### src/hw/bridgePkg.sv
// ====================================================================
// bridge package: address/data/select types, Htrans codes,
// APB controller states, AHB pipeline and APB bus structs
// ====================================================================

package bridgePkg;

	typedef logic [31:0] addrT;
	typedef logic [31:0] dataT;
	typedef logic [2:0]  selT;   // one-hot, bit n selects peripheral n
	typedef logic [1:0]  htransT;

	localparam htransT transIdle   = 2'b00;
	localparam htransT transBusy   = 2'b01;
	localparam htransT transNonseq = 2'b10;
	localparam htransT transSeq    = 2'b11;

	typedef enum logic [2:0] {
		stIdle     = 3'd0,
		stWwait    = 3'd1,
		stRead     = 3'd2,
		stWrite    = 3'd3,
		stWriteP   = 3'd4,
		stRenable  = 3'd5,
		stWenable  = 3'd6,
		stWenableP = 3'd7
	} apbStateE;

	typedef struct packed {
		logic valid;      // eligible transfer in the current address phase
		addrT haddr;
		addrT haddr1;
		addrT haddr2;
		dataT hwdata1;
		dataT hwdata2;
		logic hwriteReg;  // direction of the last accepted transfer
		selT  tempSel;
	} ahbPipeT;

	typedef struct packed {
		addrT paddr;
		dataT pwdata;
		logic pwrite;
		logic penable;
		selT  pselx;
	} apbBusT;

endpackage

### src/hw/ahbApbBridge.sv
// ====================================================================
// AHB-Lite to APB bridge top: slave interface, APB sequencer
// and peripheral port mux
// ====================================================================

module ahbApbBridge #(
	parameter bridgePkg::addrT PeriphBase = 32'h8000_0000,
	parameter int RegionShift = 26
) (
	input  logic              Hclk,
	input  logic              Hresetn,
	input  bridgePkg::addrT   Haddr,
	input  bridgePkg::dataT   Hwdata,
	input  logic              Hwrite,
	input  bridgePkg::htransT Htrans,
	input  logic              Hreadyin,
	output bridgePkg::dataT   Hrdata,
	output logic              Hreadyout,
	output logic [1:0]        Hresp,
	output logic              Psel0,
	output logic              Psel1,
	output logic              Psel2,
	output logic              Penable,
	output logic              Pwrite,
	output bridgePkg::addrT   Paddr,
	output bridgePkg::dataT   Pwdata,
	input  bridgePkg::dataT   Prdata0,
	input  bridgePkg::dataT   Prdata1,
	input  bridgePkg::dataT   Prdata2
);

	bridgePkg::ahbPipeT pipe;
	bridgePkg::apbBusT  apbBus;

	assign Hresp = 2'b00;  // always OKAY

	ahbSlaveInterface #(
		.PeriphBase (PeriphBase),
		.RegionShift(RegionShift)
	) ahbSlaveInterface_inst (
		.Hclk    (Hclk),
		.Hresetn (Hresetn),
		.Haddr   (Haddr),
		.Hwdata  (Hwdata),
		.Hwrite  (Hwrite),
		.Htrans  (Htrans),
		.Hreadyin(Hreadyin),
		.pipe    (pipe)
	);

	apbFsmController apbFsmController_inst (
		.Hclk     (Hclk),
		.Hresetn  (Hresetn),
		.pipe     (pipe),
		.Hwrite   (Hwrite),
		.Hwdata   (Hwdata),
		.apbBus   (apbBus),
		.Hreadyout(Hreadyout)
	);

	apbPortMux apbPortMux_inst (
		.Hclk   (Hclk),
		.Hresetn(Hresetn),
		.apbBus (apbBus),
		.Prdata0(Prdata0),
		.Prdata1(Prdata1),
		.Prdata2(Prdata2),
		.Psel0  (Psel0),
		.Psel1  (Psel1),
		.Psel2  (Psel2),
		.Penable(Penable),
		.Pwrite (Pwrite),
		.Paddr  (Paddr),
		.Pwdata (Pwdata),
		.Hrdata (Hrdata)
	);

endmodule

### src/hw/ahbSlaveInterface.sv
// ====================================================================
// AHB slave side of the bridge: transfer qualification, window
// decode to a one-hot select, two-deep address/data pipeline
// ====================================================================

module ahbSlaveInterface #(
	parameter bridgePkg::addrT PeriphBase = 32'h8000_0000,
	parameter int RegionShift = 26
) (
	input  logic               Hclk,
	input  logic               Hresetn,
	input  bridgePkg::addrT    Haddr,
	input  bridgePkg::dataT    Hwdata,
	input  logic               Hwrite,
	input  bridgePkg::htransT  Htrans,
	input  logic               Hreadyin,
	output bridgePkg::ahbPipeT pipe
);

	bridgePkg::addrT offset;
	bridgePkg::addrT regionIdx;
	logic            inWindow;
	logic            activeTrans;
	logic            valid;
	bridgePkg::selT  tempSel;
	bridgePkg::addrT haddr1;
	bridgePkg::addrT haddr2;
	bridgePkg::dataT hwdata1;
	bridgePkg::dataT hwdata2;
	logic            hwriteReg;

	assign offset = Haddr - PeriphBase;
	assign regionIdx = offset >> RegionShift;  // peripheral index inside the window
	assign inWindow = (Haddr >= PeriphBase) && (regionIdx < 3);

	assign activeTrans = (Htrans == bridgePkg::transNonseq) || (Htrans == bridgePkg::transSeq);
	assign valid = activeTrans && Hreadyin && inWindow;

	always_comb
	begin
		tempSel = '0;
		if (regionIdx < 3)
			tempSel[regionIdx[1:0]] = 1'b1;
	end

	// free-running delay line, stage n holds the bus value n edges back
	always_ff @(posedge Hclk)
	begin
		haddr1 <= Haddr;
		haddr2 <= haddr1;
		hwdata1 <= Hwdata;
		hwdata2 <= hwdata1;
	end

	always_ff @(posedge Hclk)
	begin
		if (!Hresetn)
			hwriteReg <= 1'b0;
		else if (valid)
			hwriteReg <= Hwrite;  // only accepted address phases
	end

	assign pipe = '{
		valid:     valid,
		haddr:     Haddr,
		haddr1:    haddr1,
		haddr2:    haddr2,
		hwdata1:   hwdata1,
		hwdata2:   hwdata2,
		hwriteReg: hwriteReg,
		tempSel:   tempSel
	};

	selOneHot: assert property (@(posedge Hclk) disable iff (!Hresetn)
		valid |-> $onehot(tempSel));

endmodule

### src/hw/apbFsmController.sv
// ====================================================================
// APB sequencer: eight-state controller with registered APB bus
// and Hreadyout, including the pipelined write states
// ====================================================================

module apbFsmController (
	input  logic               Hclk,
	input  logic               Hresetn,
	input  bridgePkg::ahbPipeT pipe,
	input  logic               Hwrite,
	input  bridgePkg::dataT    Hwdata,
	output bridgePkg::apbBusT  apbBus,
	output logic               Hreadyout
);

	bridgePkg::apbStateE state;
	bridgePkg::apbStateE stateNext;
	bridgePkg::apbBusT   busNext;
	logic                readyNext;
	logic                startRead;
	logic                startWrite;
	bridgePkg::selT      sel1;  // select of haddr1
	bridgePkg::selT      sel2;  // select of haddr2

	assign startRead = pipe.valid && !Hwrite;
	assign startWrite = pipe.valid && Hwrite;

	always_ff @(posedge Hclk)
	begin
		sel1 <= pipe.tempSel;
		sel2 <= sel1;
	end

	always_comb
	begin
		stateNext = state;
		case (state)
			bridgePkg::stIdle, bridgePkg::stRenable, bridgePkg::stWenable:
			begin
				if (startWrite)
					stateNext = bridgePkg::stWwait;
				else if (startRead)
					stateNext = bridgePkg::stRead;
				else
					stateNext = bridgePkg::stIdle;
			end
			bridgePkg::stWwait:
			begin
				if (pipe.valid)
					stateNext = bridgePkg::stWriteP;  // next address already taken
				else
					stateNext = bridgePkg::stWrite;
			end
			bridgePkg::stRead:
				stateNext = bridgePkg::stRenable;
			bridgePkg::stWrite:
			begin
				if (pipe.valid)
					stateNext = bridgePkg::stWenableP;
				else
					stateNext = bridgePkg::stWenable;
			end
			bridgePkg::stWriteP:
				stateNext = bridgePkg::stWenableP;
			bridgePkg::stWenableP:
			begin
				if (!pipe.hwriteReg)
					stateNext = bridgePkg::stRead;  // queued read
				else if (pipe.valid)
					stateNext = bridgePkg::stWriteP;
				else
					stateNext = bridgePkg::stWrite;
			end
		endcase
	end

	// next APB bus and Hreadyout for the clock edge
	always_comb
	begin
		busNext = apbBus;
		readyNext = Hreadyout;
		case (state)
			bridgePkg::stIdle, bridgePkg::stRenable, bridgePkg::stWenable:
			begin
				busNext.penable = 1'b0;
				readyNext = 1'b1;
				if (startRead)
				begin
					busNext.paddr = pipe.haddr;
					busNext.pwrite = 1'b0;
					busNext.pselx = pipe.tempSel;
					readyNext = 1'b0;
				end
				else
					busNext.pselx = '0;
			end
			bridgePkg::stWwait:
			begin
				// write address from last cycle with the live data phase
				busNext.paddr = pipe.haddr1;
				busNext.pwdata = Hwdata;
				busNext.pwrite = 1'b1;
				busNext.pselx = sel1;
				busNext.penable = 1'b0;
				readyNext = 1'b0;
			end
			bridgePkg::stRead, bridgePkg::stWrite:
			begin
				busNext.penable = 1'b1;
				readyNext = 1'b1;
			end
			bridgePkg::stWriteP:
			begin
				busNext.penable = 1'b1;
				readyNext = pipe.hwriteReg;  // a queued read keeps the master waiting
			end
			bridgePkg::stWenableP:
			begin
				busNext.paddr = pipe.haddr2;
				busNext.pwdata = pipe.hwdata1;
				busNext.pwrite = pipe.hwriteReg;
				busNext.pselx = sel2;
				busNext.penable = 1'b0;
				readyNext = 1'b0;
			end
		endcase
	end

	always_ff @(posedge Hclk)
	begin
		if (!Hresetn)
		begin
			state <= bridgePkg::stIdle;
			apbBus.pselx <= '0;
			apbBus.penable <= 1'b0;
			apbBus.pwrite <= 1'b0;
			Hreadyout <= 1'b0;
		end
		else
		begin
			state <= stateNext;
			apbBus <= busNext;
			Hreadyout <= readyNext;
		end
	end

	// setup state holds a setup phase on the bus and hands over to its enable state
	readSetupToEnable: assert property (@(posedge Hclk) disable iff (!Hresetn)
		state == bridgePkg::stRead |=> state == bridgePkg::stRenable && apbBus.penable
		&& $past(|apbBus.pselx && !apbBus.penable && !apbBus.pwrite));

	writeSetupToEnable: assert property (@(posedge Hclk) disable iff (!Hresetn)
		state inside {bridgePkg::stWrite, bridgePkg::stWriteP}
		|=> state inside {bridgePkg::stWenable, bridgePkg::stWenableP} && apbBus.penable
		&& $past(|apbBus.pselx && !apbBus.penable && apbBus.pwrite));

	readyInRenable: assert property (@(posedge Hclk) disable iff (!Hresetn)
		state == bridgePkg::stRenable |-> Hreadyout);

	// write enable carries the word the AHB side sampled two edges back
	writeDataAligned: assert property (@(posedge Hclk) disable iff (!Hresetn)
		apbBus.penable && apbBus.pwrite |-> apbBus.pwdata == pipe.hwdata2);

endmodule

### src/hw/apbPortMux.sv
// ====================================================================
// APB port side: per-peripheral selects, shared APB lines,
// read data mux registered onto Hrdata, APB phase checks
// ====================================================================

module apbPortMux (
	input  logic              Hclk,
	input  logic              Hresetn,
	input  bridgePkg::apbBusT apbBus,
	input  bridgePkg::dataT   Prdata0,
	input  bridgePkg::dataT   Prdata1,
	input  bridgePkg::dataT   Prdata2,
	output logic              Psel0,
	output logic              Psel1,
	output logic              Psel2,
	output logic              Penable,
	output logic              Pwrite,
	output bridgePkg::addrT   Paddr,
	output bridgePkg::dataT   Pwdata,
	output bridgePkg::dataT   Hrdata
);

	bridgePkg::dataT readData;

	assign {Psel2, Psel1, Psel0} = apbBus.pselx;
	assign Penable = apbBus.penable;
	assign Pwrite = apbBus.pwrite;
	assign Paddr = apbBus.paddr;
	assign Pwdata = apbBus.pwdata;

	always_comb
	begin
		case (apbBus.pselx)
			3'b001: readData = Prdata0;
			3'b010: readData = Prdata1;
			3'b100: readData = Prdata2;
			default: readData = '0;
		endcase
	end

	always_ff @(posedge Hclk)
	begin
		if (!Hresetn)
			Hrdata <= '0;
		else if (apbBus.penable && !apbBus.pwrite)
			Hrdata <= readData;  // end of read enable
	end

	enableOneSel: assert property (@(posedge Hclk) disable iff (!Hresetn)
		apbBus.penable |-> $onehot(apbBus.pselx));

	// setup is always followed by enable on the same address
	setupStable: assert property (@(posedge Hclk) disable iff (!Hresetn)
		(|apbBus.pselx && !apbBus.penable) |=> apbBus.penable && $stable(apbBus.paddr));

endmodule

### config.mk
export PLATFORM = sky130hd
export DESIGN_NAME = ahbApbBridge
export DESIGN_NICKNAME = d
export VERILOG_FILES = /design/src/hw/bridgePkg.sv /design/src/hw/ahbApbBridge.sv /design/src/hw/ahbSlaveInterface.sv /design/src/hw/apbFsmController.sv /design/src/hw/apbPortMux.sv
export SDC_FILE = /design/constraint.sdc
export NUM_CORES = 1
export LEC_CHECK = 0
export BUFFER_PORTS_ARGS = -buffer_cell sky130_fd_sc_hd__buf_4
export CAP_MARGIN = 0
export CORE_ASPECT_RATIO = 0.5
export CORE_MARGIN = 5
export CORE_UTILIZATION = 30
export DETAILED_ROUTE_END_ITERATION = 8
export SKIP_LAST_GASP = 1
export SLEW_MARGIN = 5
export SYNTH_ARGS = -nofsm -noshare
export SYNTH_HDL_FRONTEND = slang
export SYNTH_SLANG_ARGS = --single-unit
### constraint.sdc
create_clock -name Hclk -period 5.1 [get_ports Hclk]
set_input_delay 0.255 -clock Hclk [delete_from_list [all_inputs] [get_ports Hclk]]
set_output_delay 0.255 -clock Hclk [all_outputs]
set_load 0.005 [all_outputs]
==> results.cfg <==
[sta]
fin_setup_tns_ns = 0
worstMarginPinSlew_ns = 0.996
finalMaxSlewViolations = 0
setup_viol = 0
whs_ns = 0.0465
finalCritPeriodShare = 0.534
finalCriticalPeriod_ns = 2.72
maxSlewHeadroom = 0.334
finalWorstSetupSlack_ns = 2.38
hold_viol = 0
fmax_mhz = 367
rsz0062_at_grt = no
finClkSkew_ns = 0.0199

[grt]
grt_max_degree = 70
grt_pass1_wl_um = 32800
grt_pass1_vias = 6388
track_usage = 0.143
use_met3 = 0.0505
busiest_layer = met2
antenna_found_initial = 0
use_met1 = 0.156
use_met2 = 0.266
grt.overflow.total = 0

[worst_setup_path]
crit_chain = and3_2 -> nor2_2 -> nor2_4
cp_max_fo = 35
critPathMaxStageDelay_ns = 0.83
critical_path_class = flip-flop to flip-flop
cpMaxStageDelayCell = and3_2
start_kind = flip-flop
cp_num_buf_inv = 0
cp.arrival_ns = 2.85
crit_required_ns = 5.23
worstSetupEndpointType = flip-flop
path_delay_family = simple AND/OR/NAND/NOR gates

[power]
max-vdd-ir-drop_v = 0.000211
p_leak_nw = 4.49
p_per_area_mw_per_mm2 = 434

[routing]
wl_per_cell_um = 15.8
viasPerCell = 4.48
drt-initial-drc-count = 263
drc_errors = 0
ant_nets = 0
vias = 5896
dr.pass1.iters = 4
wirelength_um = 20800

[yosys]
synth_flop_cell = dfxtp_1
syn_inst = 645
async_reset_ff_frac = 0
ys_ff_latch = 208
avgSynthCellArea_um2 = 11.5
yosys_warnings = 0
synth_edf_count = 64
yosysSeqAreaShare = 0.650
synth_area_mm2 = 0.00739
ys_types = 34

[finish]
antenna_cells = 0
layout-drive-gt1-share = 0.365
finalNetCount = 1132
layout_common_cells = buf_4 (277), dfxtp_1 (143), nand2_1 (137)
final_common_cell = buf_4
area_delta_synth_final_pct = 49.7

[cts]
h-tree-depth = 1
cts.clk_slew.worst_paths_ns = 0.07
insertion_delay_ns = 0.51
cts_resized = 0
cts_buffers = 21
clock_path_buffers = 3
cts-root-buf = clkbuf_16
cts_tree = done
cts_sinks = 208

[placement]
io_buffers = 266
dp_hpwl_um = 13900
place.gp.congestion = 0.778
place_ws_ns = 2.23

[floorplanning]
die_w_um = 232
dieArea_mm2 = 0.0281
io_pins = 270
coreArea_mm2 = 0.0241
die_y_um = 121
initial_core_util = 0.306
num_rows = 40

[worst_hold_path]
hold_path.class = input port to flip-flop

[job]
cap_violations = 0

[outcome]
status = complete, no violations
[through the flow]
step | power, mW | utilization | cells | instance area [um2]
2_1_floorplan | 2.75 | - | 646 | 7400
3_3_place_gp | 3.30 | 0.404 | 1215 | 9750
3_5_place_dp | 3.32 | 0.404 | 1215 | 9750
4_1_cts | 4.88 | 0.459 | 1317 | 11100
5_1_grt | 5.09 | 0.459 | 1317 | 11100
6_report | 4.80 | 0.459 | 1317 | 11100
[power by group]
group          switching (mW)  internal (mW)
logic                   0.712          0.510
registers               0.109           1.97
clock network           0.640          0.855
[logic make-up (layout without fill, tap and decap cells)]
family | Yosys count | count (layout) | share of synthesized area
XOR/XNOR | 2 | 2 | 0.00237
multiplexers | 33 | 33 | 0.0501
buffers and inverters | 50 | 385 | 0.0272
other | 1 | 2 | 0.000507
AO/OA/AOI/OAI | 155 | 155 | 0.152
flip-flops | 208 | 208 | 0.650
AND/OR/NAND/NOR | 196 | 196 | 0.118
[registers in the layout (all words and copies together) (netlist names)]
signal / flops
apbFsmController_inst.sel1: 3
apbPortMux_inst.Hrdata: 32
ahbSlaveInterface_inst.hwriteReg: 1
apbFsmController_inst.apbBus: 69
ahbSlaveInterface_inst.haddr1: 32
ahbSlaveInterface_inst.hwdata1: 32
ahbSlaveInterface_inst.haddr2: 32
apbFsmController_inst.sel2: 3
apbFsmController_inst.Hreadyout: 1
apbFsmController_inst.state: 3
[metal layers]
metal	wire length, um	up-vias
met2	10600	171
met1	8140	2754
met4	500	0
met3	1560	38
li1	-	2933
met5	0	-
[final cells by class]
cell class	count	area, um2
clock buffer	30	621
clock inverter	8	52.6
fill	2264	13100
inverter	6	22.5
multi-input combinational	388	2420
sequential	208	4810
tap	336	420
timing repair buffer	341	2720
[cell usage after synthesis, types with 2 or more instances]
library cell | number | share of area
edfxtp_1 | 64 | 0.26
nor2_1 | 6 | 0.0030
buf_2 | 5 | 0.0034
a21oi_1 | 39 | 0.026
and3_1 | 2 | 0.0017
nor2b_1 | 35 | 0.030
o21ai_0 | 9 | 0.0061
xor2_1 | 2 | 0.0024
dfxtp_1 | 144 | 0.39
a21o_1 | 33 | 0.034
nand2_1 | 137 | 0.070
buf_4 | 2 | 0.0020
clkbuf_1 | 34 | 0.017
a211oi_2 | 2 | 0.0034
mux2_2 | 32 | 0.049
buf_1 | 3 | 0.0015
nand3_1 | 4 | 0.0027
a32oi_1 | 34 | 0.040
nor3b_1 | 5 | 0.0051
a22oi_1 | 32 | 0.032
nor3_1 | 3 | 0.0020
inv_1 | 6 | 0.0030
[what timing repair did]
item,CTS,global route
buffers inserted,0,0
endpoints found under the hold margin,73,0
hold buffers,64,0
[final timing paths]
kind                            cells after the start                                          to                                 startpoint  slack (ns)
worst max-delay path                                3  apbFsmController_inst.apbBus[19]$_DFFE_PP_  apbFsmController_inst.state[1]$_SDFF_PN0_        2.38
worst max register to register                      3  apbFsmController_inst.apbBus[19]$_DFFE_PP_  apbFsmController_inst.state[1]$_SDFF_PN0_        2.38
worst min-delay path                                2   apbFsmController_inst.state[0]$_SDFF_PN0_                                    Hresetn        0.05
worst min register to register                      0   ahbSlaveInterface_inst.haddr2[22]$_DFF_P_  ahbSlaveInterface_inst.haddr1[22]$_DFF_P_        0.33
(Power assumes the default switching activity.)
